**config.mk**
```make
export PLATFORM = sky130hd
export DESIGN_NAME = disk_bus_bridge_flat
export DESIGN_NICKNAME = d
export VERILOG_FILES = /design/src/hdl/disk_bus_pkg.sv /design/src/hdl/disk_cmd_pkg.sv /design/src/hdl/disk_if.sv /design/src/hdl/disk_bus_bridge.sv /design/src/flat_wrapper.sv
export VERILOG_INCLUDE_DIRS = /design/src /design/src/hdl
export SDC_FILE = /design/constraint.sdc
export NUM_CORES = 1
export LEC_CHECK = 0
export BUFFER_PORTS_ARGS = -buffer_cell sky130_fd_sc_hd__buf_2
export CAP_MARGIN = 10
export CORE_AREA = 2 2 78 80
export DETAILED_ROUTE_END_ITERATION = 8
export DIE_AREA = 0 0 80 82
export GPL_TIMING_DRIVEN = 0
export PLACE_DENSITY = 0.72
export SLEW_MARGIN = 20
export SYNTH_ARGS = -nofsm -noshare
export SYNTH_HDL_FRONTEND = slang
export SYNTH_SLANG_ARGS = --single-unit
export TNS_END_PERCENT = 1
```
**constraint.sdc**
```tcl
create_clock -name clk -period 1.2 [get_ports clk]
set_input_delay 0.12 -clock clk [delete_from_list [all_inputs] [get_ports clk]]
set_output_delay 0.12 -clock clk [all_outputs]
set_load 0.02 [all_outputs]
```
**src/hdl/disk_consts.svh**
```systemverilog
`ifndef DISK_CONSTS_SVH
`define DISK_CONSTS_SVH

// words in one block and in the block buffer
`define DISK_BUF_WORDS 128

// number of blocks in the backing store
// block offsets wrap modulo this count
`define DISK_NUM_BLOCKS 16

// cycles that ack stays high once raised
`define DISK_ACK_HOLD 7

// address bit choosing device region (1) or buffer region (0)
`define DISK_REGION_BIT 9

`endif

```
**src/hdl/disk_bus_pkg.sv**
```systemverilog
`default_nettype none

package disk_bus_pkg;

    // data word as seen on the bus and held in storage
    typedef logic [31:0] bus_word_t;

    // byte address, bits 8..2 index the buffer word
    typedef logic [31:0] bus_addr_t;

    // region picked by the region select bit
    typedef enum logic {
        REGION_BUFFER = 1'b0,
        REGION_DEVICE = 1'b1
    } bus_region_e;

endpackage

`default_nettype wire

```
**src/hdl/disk_cmd_pkg.sv**
```systemverilog
`default_nettype none

package disk_cmd_pkg;

    // transfer direction, taken from dat_i bit 31 of a device command
    typedef enum logic {
        DIR_FROM_DISK = 1'b0,
        DIR_TO_DISK   = 1'b1
    } disk_dir_e;

    // instruction word when it targets the disk
    typedef struct packed {
        logic        select;
        logic        write;
        logic        target;
        logic [28:0] offset;
    } disk_view_t;

    // instruction word when it targets the buffer
    typedef struct packed {
        logic        select;
        logic        write;
        logic        target;
        logic [21:0] unused;
        logic [6:0]  index;
    } buffer_view_t;

    typedef union packed {
        disk_view_t   disk;
        buffer_view_t buffer;
    } disk_instr_u;

endpackage

`default_nettype wire

```
**src/hdl/disk_if.sv**
```systemverilog
`timescale 1ns/1ps
`default_nettype none

interface disk_if;
    import disk_bus_pkg::*;
    import disk_cmd_pkg::*;

    // bridge to unit
    disk_instr_u instr;
    bus_word_t   wdata;
    logic        write_start;
    logic        read_start;

    // unit to bridge
    bus_word_t   rdata;
    logic        done;

    modport bridge (
        output instr, wdata, write_start, read_start,
        input  rdata, done
    );

    // buffer drives rdata, store drives done
    modport unit (
        input  instr, wdata, write_start, read_start,
        output rdata, done
    );

endinterface

`default_nettype wire

```
**src/hdl/disk_bus_bridge.sv**
```systemverilog
`timescale 1ns/1ps
`default_nettype none

`include "disk_consts.svh"

module disk_bus_bridge (
    input  logic                    clk,
    input  logic                    rst,
    input  logic                    we,
    input  logic                    stb,
    input  disk_bus_pkg::bus_addr_t addr,
    input  disk_bus_pkg::bus_word_t dat_i,
    output logic                    ack,
    output disk_bus_pkg::bus_word_t dat_o,
    disk_if.bridge                  dev
);
    import disk_bus_pkg::*;
    import disk_cmd_pkg::*;

    logic        we_last;
    logic        we_pulse;
    logic        stb_last;
    logic        stb_rise;
    logic        ack_src;
    logic [2:0]  ack_cnt;
    bus_region_e region;
    disk_dir_e   dir;

    assign region   = bus_region_e'(addr[`DISK_REGION_BIT]);
    assign dir      = disk_dir_e'(dat_i[31]);
    assign stb_rise = stb & ~stb_last;

    // edge history of we and stb
    always_ff @(posedge clk) begin
        if (rst) begin
            we_last  <= 1'b0;
            we_pulse <= 1'b0;
            stb_last <= 1'b0;
        end else begin
            we_last  <= we;
            // single write pulse per access, one cycle after we rises
            we_pulse <= we & ~we_last;
            stb_last <= stb;
        end
    end

    // build the instruction in whichever view the region calls for
    always_comb begin
        dev.instr = '0;
        if (region == REGION_DEVICE) begin
            dev.instr.disk.select = stb;
            dev.instr.disk.write  = (dir == DIR_TO_DISK);
            dev.instr.disk.target = 1'b1;
            dev.instr.disk.offset = dat_i[28:0];
        end else begin
            dev.instr.buffer.select = stb;
            dev.instr.buffer.write  = we_pulse;
            dev.instr.buffer.target = 1'b0;
            dev.instr.buffer.index  = addr[8:2];
        end
    end

    assign dev.wdata = dat_i;
    assign dat_o     = dev.rdata;

    // start pulses on the rising edge of stb for device commands
    always_ff @(posedge clk) begin
        if (rst) begin
            dev.write_start <= 1'b0;
            dev.read_start  <= 1'b0;
        end else begin
            dev.write_start <= stb_rise && (region == REGION_DEVICE) && (dir == DIR_TO_DISK);
            dev.read_start  <= stb_rise && (region == REGION_DEVICE) && (dir == DIR_FROM_DISK);
        end
    end

    // buffer accesses finish at once, disk commands wait for done
    assign ack_src = (region == REGION_DEVICE) ? dev.done : stb;

    // hold counter keeps ack up long enough for a slow master
    always_ff @(posedge clk) begin
        if (rst) begin
            ack_cnt <= '0;
        end else if (ack_cnt == '0) begin
            if (ack_src) begin
                ack_cnt <= 3'd1;
            end
        end else if (ack_cnt == 3'(`DISK_ACK_HOLD)) begin
            ack_cnt <= '0;
        end else begin
            ack_cnt <= ack_cnt + 3'd1;
        end
    end

    assign ack = (ack_cnt != '0);

endmodule

`default_nettype wire

```
**src/flat_wrapper.sv**
```systemverilog
// flat-port wrapper written by rule: the top's interface ports become plain ports
module disk_bus_bridge_flat import disk_bus_pkg::*; import disk_cmd_pkg::*;
  (clk, rst, we, stb, addr, dat_i, ack, dat_o, dev_instr, dev_wdata, dev_write_start, dev_read_start, dev_rdata, dev_done);
  disk_if dev_i ();
  input  logic clk;
  input  logic rst;
  input  logic we;
  input  logic stb;
  input  disk_bus_pkg::bus_addr_t addr;
  input  disk_bus_pkg::bus_word_t dat_i;
  output logic ack;
  output disk_bus_pkg::bus_word_t dat_o;
  output wire logic [$bits(dev_i.instr)-1:0] dev_instr;
  output wire logic [$bits(dev_i.wdata)-1:0] dev_wdata;
  output wire logic [$bits(dev_i.write_start)-1:0] dev_write_start;
  output wire logic [$bits(dev_i.read_start)-1:0] dev_read_start;
  input wire logic [$bits(dev_i.rdata)-1:0] dev_rdata;
  input wire logic [$bits(dev_i.done)-1:0] dev_done;
  assign dev_instr = dev_i.instr;
  assign dev_wdata = dev_i.wdata;
  assign dev_write_start = dev_i.write_start;
  assign dev_read_start = dev_i.read_start;
  assign dev_i.rdata = dev_rdata;
  assign dev_i.done = dev_done;
  disk_bus_bridge u_core (.clk(clk), .rst(rst), .we(we), .stb(stb), .addr(addr), .dat_i(dat_i), .ack(ack), .dat_o(dat_o), .dev(dev_i));
endmodule
```
* Yosys cells after proc, flatten, opt, wreduce, memory -nomap -nowiden *
Index checks and enable logic that the tools add are counted.

cells by class
  bitwise gates (word level) = 5
  multiplexer cells = 7
  add/sub/neg operators = 1
  reduce and logical (&&, ||, !) cells = 5
  eq/ne operators = 2

operators by type and width
  cell                 number
  $mux 22              1
  $mux 3               3
  $mux 7               1
  $add 3x1->3 const B  1
  $eq 3x3->1 const B   1
  $logic_and 1x1->1    3
  $logic_not 3->1      1
  $not 1->1            3
  $reduce_bool 3->1    1
  $and 1x1->1          2
  $mux 2               1
  $ne 2x1->1 const B   1
  $mux 1               1

word-level totals
  logic and storage cells = 26
  output and inout bits = 99
  bits of input ports = 101
  bits in registers = 8

* Logic depth before layout (Yosys ltp) *
Gate-level depths: netlist (run 1).

  depth after elaboration = 4
  gate-level depth with buffers = 6
  gate-level depth less buffers = 6

* Worst setup path after synthesis (run 1) *
OpenSTA, ideal clock, no wires.

  path type = register to register
  start point = register u_core.ack_cnt[0]
  end point = register u_core.ack_cnt[1]
  stages on the path, launching flop included = 7
  period minus slack after synthesis = 1.212 ns
  path buffers = 0
  setup time = 0.072 ns
  data required time = 1.128 ns
  path slack = -0.012 ns
  arrival time = 1.141 ns
  cells stage by stage = dfxtp_1 inv_1 ha_1 nor2b_4 inv_2 a211oi_4 mux2i_1

between the ends
  cells in the longest elaborated chain, start to end = 3
  elaborated cells between the ends (all ways) = 6
  classes of those cells = add/sub: 1; eq/ne: 2; mux: 2; reduce/logical: 1

ends and longest elaborated chain
  what                                              RTL line                                      source
  start: declaration                                disk_bus_bridge.sv:25                         logic [2:0] ack_cnt;
  start signal: assignment                          disk_bus_bridge.sv:91                         ack_cnt <= ack_cnt + 3'd1;
  $add 3x1->3 / $eq 3x3->1 (equally long branches)  disk_bus_bridge.sv:91, disk_bus_bridge.sv:88
  $mux 3                                            disk_bus_bridge.sv:88                         end else if (ack_cnt == 3'(`DISK_ACK_HOLD)) begin
  $mux 3                                            disk_bus_bridge.sv:84                         end else if (ack_cnt == '0) begin

Parallel ways exist; a longest one is shown, timed or not.
A chain may end at the register's enable or synchronous reset.

* Worst setup path in the final report (run 1) *
  start point = register u_core.ack_cnt[0]
  end point = output port ack

between the ends
  cells in the longest elaborated chain, start to end = 1

ends and longest elaborated chain
  what               RTL line               source
  $reduce_bool 3->1  disk_bus_bridge.sv:95  assign ack = (ack_cnt != '0);
  end: declaration   flat_wrapper.sv:11     output logic ack;

Every way passes these cells.

==> impl_metrics.toml, run 1 <==
[outcome]
outcome = "complete, but fails checks"
violations = "setup timing"

[setup_path]
critical-path-top-delay-family = "flip-flops"
start_kind = "flop"
rrSetupSlack_ns = -0.001
worstPathArrival_ns = 1.08
rr_worst_depth = 6
timing.rr.start = "u_core.ack_cnt[0]$_SDFFE_PP0P_"
critPathBufInv = 3
cpMaxStageDelayCell = "dfxtp_2"
crit_fanout = 2
r2r-end = "u_core.ack_cnt[1]$_SDFFE_PP0P_"
cp.required_ns = 1.08
crit_path_max_incr_delay_ns = 0.32
critPathKind = "reg -> out"
setup.worst_path.end_class = "output port"
critical_path.cell_chain = "inv_2 -> ha_4 -> nor2b_4 -> inv_4 -> buf_6"

[detailed_routing]
wl_per_cell_um = 8.47
wl_met1_mm = 1.05
drt-total-wl_mm = 2.97
top_layer = "met4"
drt_drc_violations_left = 0
firstDrtPassIters = 2
wl_met3_um = 442
antenna_left = 0
viasPerCell = 3.61
drt_iter0_drc = 5
wl_met2_mm = 1.43
vias = 1263

[clocking]
cts_tree = "yes"
clock-sinks = 8
clk_latency_ns = 0.23
htree_levels = 1
path_clk_slew_ns = 0.04
cts_root_buffer = "clkbuf_8"
hold_buffers = 0
clk_path_buf_depth = 2
cts_buffers = 3

[logic_synthesis]
netlist_area_um2 = 1120
ys_ff_latch = 8
synth_cell_types = 20
synth-main-ff-cell = "dfxtp_1"
ys_seq_area_share_pct = 14.3
ys_warn_count = 0
synth-edff-count = 0
avgSynthCellArea_um2 = 8.67
synthesis.instances = 129
postSynth.asyncResetShare_pct = 0
syn_nets = 233

[global_route]
grt_max_degree = 11
grt_pass1_vias = 981
grt_usage_pct = 7.95
antenna_found_initial = 0
overflow = 0
grt_pass1_wl_mm = 4.13

[floorplan]
die_x_um = 80
start_util_pct = 19.5
dieArea_um2 = 6560
fp.dieH_um = 82
pin_count = 200
rows = 28
placeableCoreArea_um2 = 5750

[place]
gp_congestion = 0.692
post_dp_cell_area_um2 = 1920
dp.cells = 344
portBuffers = 140
place_ws_ns = -0.0315
hpwl_mm = 2.65

[layout]
nNetsFinal = 381
num_antenna_cells = 0
drive_above_1_share_pct = 85.1
syn2layout_area_growth_pct = 79.5
final_cell_area_um2 = 2010
stdcell_count = 350

[sta]
fin_skew_ns = 0.00106
worstMarginPinSlew_ns = 0.314
hold_violations = 0
slew_headroom_pct = 79.1
rsz0062_at_grt = "yes"
fmax_mhz = 833
fin_setup_tns_ns = -0.00104
slew_violations = 0
min_period_ns = 1.20
finalCritPeriodShare_pct = 100
fin_ws_ns = -0.00104
final-setup-viol-count = 1

[power]
peakVddDrop_mv = 0.504
p_leak_nw = 1.21
total_power_mw = 1.75
power_density_nw_per_um2 = 872

[min_path]
worstHoldPathCells = 2
min_from = "rst"
worstHoldPathType = "in -> reg"
min_to = "u_core.ack_cnt[0]$_SDFFE_PP0P_"

[run]
cap_violations = 0
-- flip-flops by register name, indices dropped and copies added, names as in the netlist --
register                flops
u_core.ack_cnt              3
u_core.dev.read_start       1
u_core.dev.write_start      1
u_core.stb_last             1
u_core.we_last              1
u_core.we_pulse             1
-- routing by layer --
metal | GRT usage [%] | up-vias
li1 | - | 627
met1 | 8.88 | 527
met2 | 14.5 | 105
met3 | 1.32 | 4
met4 | 4.07 | 0
met5 | 0 | -
-- cell usage in the layout, fill, tap and decap left out --
cell type / count
inv_4: 1
mux2_4: 6
ha_2: 1
buf_4: 69
inv_2: 2
buf_6: 3
and4bb_2: 1
a211oi_2: 1
nor2b_1: 3
nand2b_1: 2
buf_2: 139
clkbuf_8: 3
mux2i_1: 1
nor2b_4: 2
clkbuf_1: 2
dfxtp_1: 6
ha_1: 1
and2_1: 22
nor2_1: 2
mux2_2: 2
ha_4: 1
a211oi_4: 1
dfxtp_2: 2
nor3b_1: 1
and4b_1: 1
-- power by group --
group	internal, mW	switching [mW]
Sequential	0.308	0.0227
Clock	0.217	0.103
Combinational	0.558	0.544
-- worst max path at each step --
stage | slack (ns) | depth (start not counted) | endpoint | startpoint
after global routing | -0.06 | 6 | u_core.ack_cnt[1]$_SDFFE_PP0P_ | u_core.ack_cnt[0]$_SDFFE_PP0P_
after global placement | -0.003 | 6 | u_core.ack_cnt[1]$_SDFFE_PP0P_ | u_core.ack_cnt[0]$_SDFFE_PP0P_
after floorplan | 0.04 | 6 | u_core.ack_cnt[1]$_SDFFE_PP0P_ | u_core.ack_cnt[0]$_SDFFE_PP0P_
after CTS | 0.007 | 5 | ack | u_core.ack_cnt[0]$_SDFFE_PP0P_
final | -0.001 | 5 | ack | u_core.ack_cnt[0]$_SDFFE_PP0P_
after detailed placement | -0.03 | 6 | u_core.ack_cnt[1]$_SDFFE_PP0P_ | u_core.ack_cnt[0]$_SDFFE_PP0P_
-- synth_stat cells (2+ instances only) --
cell	instances	area share, %
buf_4	66	44
and2_1	22	12
dfxtp_1	8	14
mux2_4	6	8.1
ha_1	3	3.4
nor2b_1	3	1.7
buf_6	2	2.0
clkbuf_1	2	0.67
inv_1	2	0.67
mux2_2	2	2.0
nand2b_1	2	1.1
nor2_1	2	0.67
nor2b_4	2	2.5
-- kinds of logic after synthesis --
family / share of synthesized area [%]
compound gates: 2.46
flops: 14.3
simple gates: 20.9
buf+inv: 48.0
fa+ha+maj: 3.36
mux: 11.0
-- area by class of cell --
class | instances | area, µm²
Fill cell | 618 | 3740
Timing Repair Buffer | 143 | 729
Buffer | 70 | 526
Multi-Input combinational cell | 48 | 442
Sequential cell | 8 | 163
Tap cell | 75 | 93.8
Clock buffer | 3 | 41.3
Inverter | 3 | 13.8
-- metrics by stage --
stage	hold WS [ns]	util, %
floorplan	0.193	-
global placement	0.367	33.3
detailed placement	0.364	33.3
CTS	0.115	34.8
global route	0.139	35.0
finish	0.125	35.0
-- timing repair --
item,CTS,global route
pin swaps,2,1
buffers inserted,3,0
hold endpoints to repair,0,0
setup endpoints to repair,3,4
gates resized for setup,8,2
No activity file was read; power rests on OpenSTA's default activity.
==> run 2, diff against run 1 <==
Settings changed: CORE_AREA 2 2 78 80 to 2 2 77 79, DIE_AREA 0 0 80 82 to 0 0 79 81, PLACE_DENSITY 0.72 to 0.71.
Clock period 1.2 ns to 1.4 ns, I/O delays scaled along.
==> run 2 against run 1 <==
Compared with the run above: the run now ends clean; non-clock buffer count decreased by 3; clock power decreased by 13%; final area down 2.5%; sequential power decreased by 15%; die area is 2.5% lower.
==> impl_metrics.toml, run 2 (synthesized netlist as in run 1, its figures left out) <==
[outcome]
outcome = "completed"

[setup_path]
cp.required_ns = 1.26
critPathKind = "reg -> out"
crit_fanout = 3
start_kind = "flop"
worstPathArrival_ns = 1.16
setup.worst_path.end_class = "output port"
rr_worst_depth = 6

[power]
total_power_mw = 1.39
power_density_nw_per_um2 = 709
peakVddDrop_mv = 0.304
p_leak_nw = 1.20

[min_path]
worstHoldPathType = "in -> reg"
worstHoldPathCells = 2

[layout]
final_cell_area_um2 = 1960
top_register = "u_core.ack_cnt"
largest_reg_flops = 3
nFillCells = 599
stdcell_count = 347
final_common_cell = "buf_2"
syn2layout_area_growth_pct = 75.1
multi_input_area_um2 = 422
final-seq-area_um2 = 161
layout_common_cells = "139 x buf_2, 67 x buf_4, 22 x and2_1"
num_antenna_cells = 0
drive_above_1_share_pct = 82.7
nNetsFinal = 378

[clocking]
post_cts_buffers = 0
hold_buffers = 0
clock-sinks = 8
htree_levels = 1
clk_latency_ns = 0.23
clk_path_buf_depth = 2
cts_root_buffer = "clkbuf_8"
cts_buffers = 3
path_clk_slew_ns = 0.04
cts_tree = "yes"

[detailed_routing]
drt_drc_violations_left = 0
wl_per_cell_um = 8.74
viasPerCell = 3.57
drt-total-wl_mm = 3.03
vias = 1238
drt_iter0_drc = 11
firstDrtPassIters = 5
antenna_left = 0

[sta]
hold_violations = 0
fin_setup_tns_ns = 0
finalCritPeriodShare_pct = 92.9
worstMarginPinSlew_ns = 0.330
rsz0062_at_grt = "no"
min_period_ns = 1.30
fin_skew_ns = 0.00221
fmax_mhz = 769
slew_violations = 0
final-setup-viol-count = 0
slew_headroom_pct = 78.0

[run]
cap_violations = 0

[place]
dp.cells = 344
portBuffers = 140
post_dp_cell_area_um2 = 1910
gp_congestion = 0.717

[floorplan]
rows = 28
start_util_pct = 19.7
dieArea_um2 = 6400
pin_count = 200
placeableCoreArea_um2 = 5680
fp.dieH_um = 81
die_x_um = 79

[global_route]
antenna_found_initial = 1
grt_usage_pct = 8.27
grt_pass1_vias = 1053
overflow = 0
grt_max_degree = 11
grt_pass1_wl_mm = 4.26
## run 2: timing repair
action / 4_1_cts / 5_1_grt
gates resized for setup: 0 / 2
endpoints found under the setup margin: 0 / 1
endpoints found under the hold margin: 0 / 0
## run 2: stage by stage
| step | setup slack (ns) | hold slack [ns] | utilization [%] |
|---|---|---|---|
| after global placement | 0.151 | 0.373 | 33.7 |
| after detailed placement | 0.158 | 0.380 | 33.7 |
| after floorplan | 0.188 | 0.213 | - |
| after global routing | 0.0310 | 0.178 | 34.5 |
| after CTS | 0.0319 | 0.159 | 34.4 |
| final | 0.0999 | 0.142 | 34.5 |
## run 2: power by group
| part | total, mW | switching [mW] | internal, mW |
|---|---|---|---|
| Sequential | 0.282 | 0.0208 | 0.261 |
| Clock | 0.279 | 0.0926 | 0.186 |
| Combinational | 0.827 | 0.421 | 0.406 |
| Total | 1.39 | 0.534 | 0.854 |
## run 2: worst paths after layout
kind / slack [ns] / from / endpoint
min: 0.14 / rst / u_core.ack_cnt[0]$_SDFFE_PP0P_
min reg2reg: 0.38 / u_core.we_last$_SDFF_PP0_ / u_core.we_pulse$_SDFF_PP0_
max: 0.1 / u_core.ack_cnt[0]$_SDFFE_PP0P_ / ack
max reg2reg: 0.15 / u_core.ack_cnt[0]$_SDFFE_PP0P_ / u_core.ack_cnt[1]$_SDFFE_PP0P_
## run 2: cell type report
cell class | instances | share of cell area (%)
buffer | 70 | 26.8
multi-input combinational | 48 | 21.5
inverter | 3 | 0.575
timing repair buffer | 140 | 35.9
tap | 75 | 4.79
clock buffer | 3 | 2.11
sequential | 8 | 8.24
## run 2: routing by layer
layer	vias to the layer above	wire length [µm]	GRT usage (%)
met1	511	1040	9.26
met4	0	32	3.10
met5	-	0	0
met2	100	1530	15.2
li1	623	-	-
met3	4	430	2.00
## run 2: critical path, stage by stage, from the launching register on
cell	delay, ns
dfxtp_2	0.34
inv_1	0.06
ha_1	0.19
nor2b_4	0.13
inv_2	0.07
buf_4	0.14
==> run 3, diff against run 2 <==
Settings changed: ABC_AREA set to 1, CORE_AREA 2 2 77 79 to unset, CORE_ASPECT_RATIO set to 0.5, CORE_MARGIN set to 2, CORE_UTILIZATION set to 25, DIE_AREA 0 0 79 81 to unset, PLACE_DENSITY 0.71 to 0.84.
==> run 3 against run 2 <==
Compared with the run above: sequential cell count unchanged; maximum frequency grew 1.8%; critical endpoint unchanged; clock power shrank 3%; routed wire length rose by 13%; final area is 2.4% lower; clock skew shrank 0.0012 ns; largest power group unchanged; synthesized cell count rose by 37%; largest cell class unchanged; die area shrank 22%; first-iteration DRC count rose by 27%.
==> impl_metrics.toml, run 3 <==
[outcome]
outcome = "completed"

[detailed_routing]
drt_drc_violations_left = 0
wl_met2_mm = 1.94
wl_per_cell_um = 9.12
top_layer = "met4"
vias = 1424
antenna_left = 0
viasPerCell = 3.80
firstDrtPassIters = 4
wl_met1_mm = 1.15
drt_iter0_drc = 14
wl_met3_um = 278
drt-total-wl_mm = 3.42

[layout]
nNetsFinal = 427
top_register = "u_core.ack_cnt"
num_antenna_cells = 0
largest_reg_flops = 3
final_cell_area_um2 = 1910
syn2layout_area_growth_pct = 74.2
drive_above_1_share_pct = 67.3
final_common_cell = "buf_2"
layout_common_cells = "143 x buf_2, 68 x buf_4, 52 x nand2_1"

[clocking]
cts_root_buffer = "clkbuf_8"
post_cts_buffers = 0
hold_buffers = 0
path_clk_slew_ns = 0.04
cts_tree = "yes"
htree_levels = 1
clock-sinks = 8
clk_latency_ns = 0.23
cts_buffers = 3
clk_path_buf_depth = 2
post_cts_resized = 0

[setup_path]
start_kind = "flop"
critPathKind = "reg -> out"
cp.required_ns = 1.26
crit_fanout = 3
rrSetupSlack_ns = 0.33
crit_path_max_incr_delay_ns = 0.34
worstPathArrival_ns = 1.14
critical_path.cell_chain = "inv_1 -> ha_1 -> nand2_1 -> buf_2"
cpMaxStageDelayCell = "dfxtp_1"
setup.worst_path.end_class = "output port"

[sta]
final-setup-viol-count = 0
finalCritPeriodShare_pct = 91.2
fin_ws_ns = 0.123
hold_violations = 0
fin_skew_ns = 0.000963
slew_headroom_pct = 83.3
fin_setup_tns_ns = 0
slew_violations = 0
worstMarginPinSlew_ns = 0.248
rsz0062_at_grt = "no"
min_period_ns = 1.28
fmax_mhz = 783

[place]
post_dp_cell_area_um2 = 1870
portBuffers = 141
place_ws_ns = 0.324
gp_congestion = 0.681
hpwl_mm = 3.03

[floorplan]
fp.dieH_um = 50.8
start_util_pct = 27.0
die_x_um = 97.7
rows = 16
placeableCoreArea_um2 = 4060
pin_count = 200
dieArea_um2 = 4970

[logic_synthesis]
ys_warn_count = 0
synth_xor_area_share_pct = 0
synth_mux_area_share_pct = 0
ys_ff_latch = 8
netlist_area_um2 = 1100
synth_common_cells = "68 x buf_4, 52 x nand2_1, 30 x inv_1"
synth_most_common_cell = "buf_4"
yosys.area_share.simple_pct = 22.6
synth_largest_area_cell = "buf_4"
synth_cell_types = 14
yosys-top-cells-area = "buf_4 47%, nand2_1 18%, dfxtp_1 15%, inv_1 10%, ha_1 3.4%"
synth_top_area_share_pct = 46.5
synth_fa_ha_area_share_pct = 3.42
postSynth.asyncResetShare_pct = 0
synth-main-ff-cell = "dfxtp_1"
avgSynthCellArea_um2 = 6.20
ys_seq_area_share_pct = 14.6
synthesis.instances = 177
synth_compound_area_share_pct = 1.37
syn_nets = 281
synth-edff-count = 0
synth_top_family_by_area = "buffers and inverters"

[global_route]
grt_usage_pct = 12.4
grt_pass1_wl_mm = 5.13
grt_pass1_vias = 1242
overflow = 0
grt_max_degree = 11
antenna_found_initial = 0

[power]
swShare_pct = 41.1
p_switching_mw = 0.552
internal_power_mw = 0.790
peakVddDrop_mv = 0.302
power_density_nw_per_um2 = 702
p_leak_nw = 1.39
combPwrFrac_pct = 59.3
p_clk_share_pct = 20.1
power_frac_seq_pct = 20.6

[run]
cap_violations = 0

[min_path]
worstHoldPathType = "in -> reg"
run 3: metrics by stage:
step	std cells	hold slack (ns)	utilization, %	power, mW
2_1_floorplan	177	0.212	-	0.812
3_3_place_gp	372	0.336	46.0	1.06
3_5_place_dp	372	0.336	46.0	1.08
4_1_cts	375	0.0975	47.0	1.36
5_1_grt	375	0.111	47.0	1.43
6_report	375	0.0992	47.0	1.34
run 3: layout make-up:
class                           instances  area (µm²)
Tap cell                               54        67.6
Clock buffer                            3        41.3
Fill cell                             426        2150
Timing Repair Buffer                  141         706
Multi-Input combinational cell         68         300
Buffer                                 70         520
Sequential cell                         8         160
Inverter                               31         116
run 3: routing by layer:
metal / track usage (%) / up-vias
met5: 0 / -
met1: 12.2 / 611
li1: - / 735
met3: 1.37 / 5
met4: 4.86 / 0
met2: 26.9 / 73
run 3: critical path: cells and delay by family (launching register included):
family / cells / cell delay (ns)
adder cells (fa/ha/maj): 1 / 0.21
flip-flops: 1 / 0.34
AND/OR/NAND/NOR: 1 / 0.11
buffers and inverters: 2 / 0.25
run 3: cell families after synthesis:
group           count (synthesis)
compound gates                  3
flops                           8
fa+ha+maj                       3
buf+inv                       101
simple gates                   62
run 3: power groups by stage:
stage / sequential [mW] / clock (mW) / combinational [mW]
global route: 0.279 / 0.288 / 0.861
detailed placement: 0.280 / 0 / 0.802
global placement: 0.279 / 0 / 0.782
finish: 0.276 / 0.270 / 0.795
floorplan: 0.278 / 0 / 0.534
CTS: 0.276 / 0.276 / 0.804
run 3: final timing paths:
check                                  from                        endpoint  cells after the start
max          u_core.ack_cnt[0]$_SDFFE_PP0P_                             ack                      4
min                                     rst       u_core.we_last$_SDFF_PP0_                      2
max reg2reg  u_core.ack_cnt[0]$_SDFFE_PP0P_  u_core.ack_cnt[0]$_SDFFE_PP0P_                      5
min reg2reg       u_core.we_last$_SDFF_PP0_      u_core.we_pulse$_SDFF_PP0_                      1
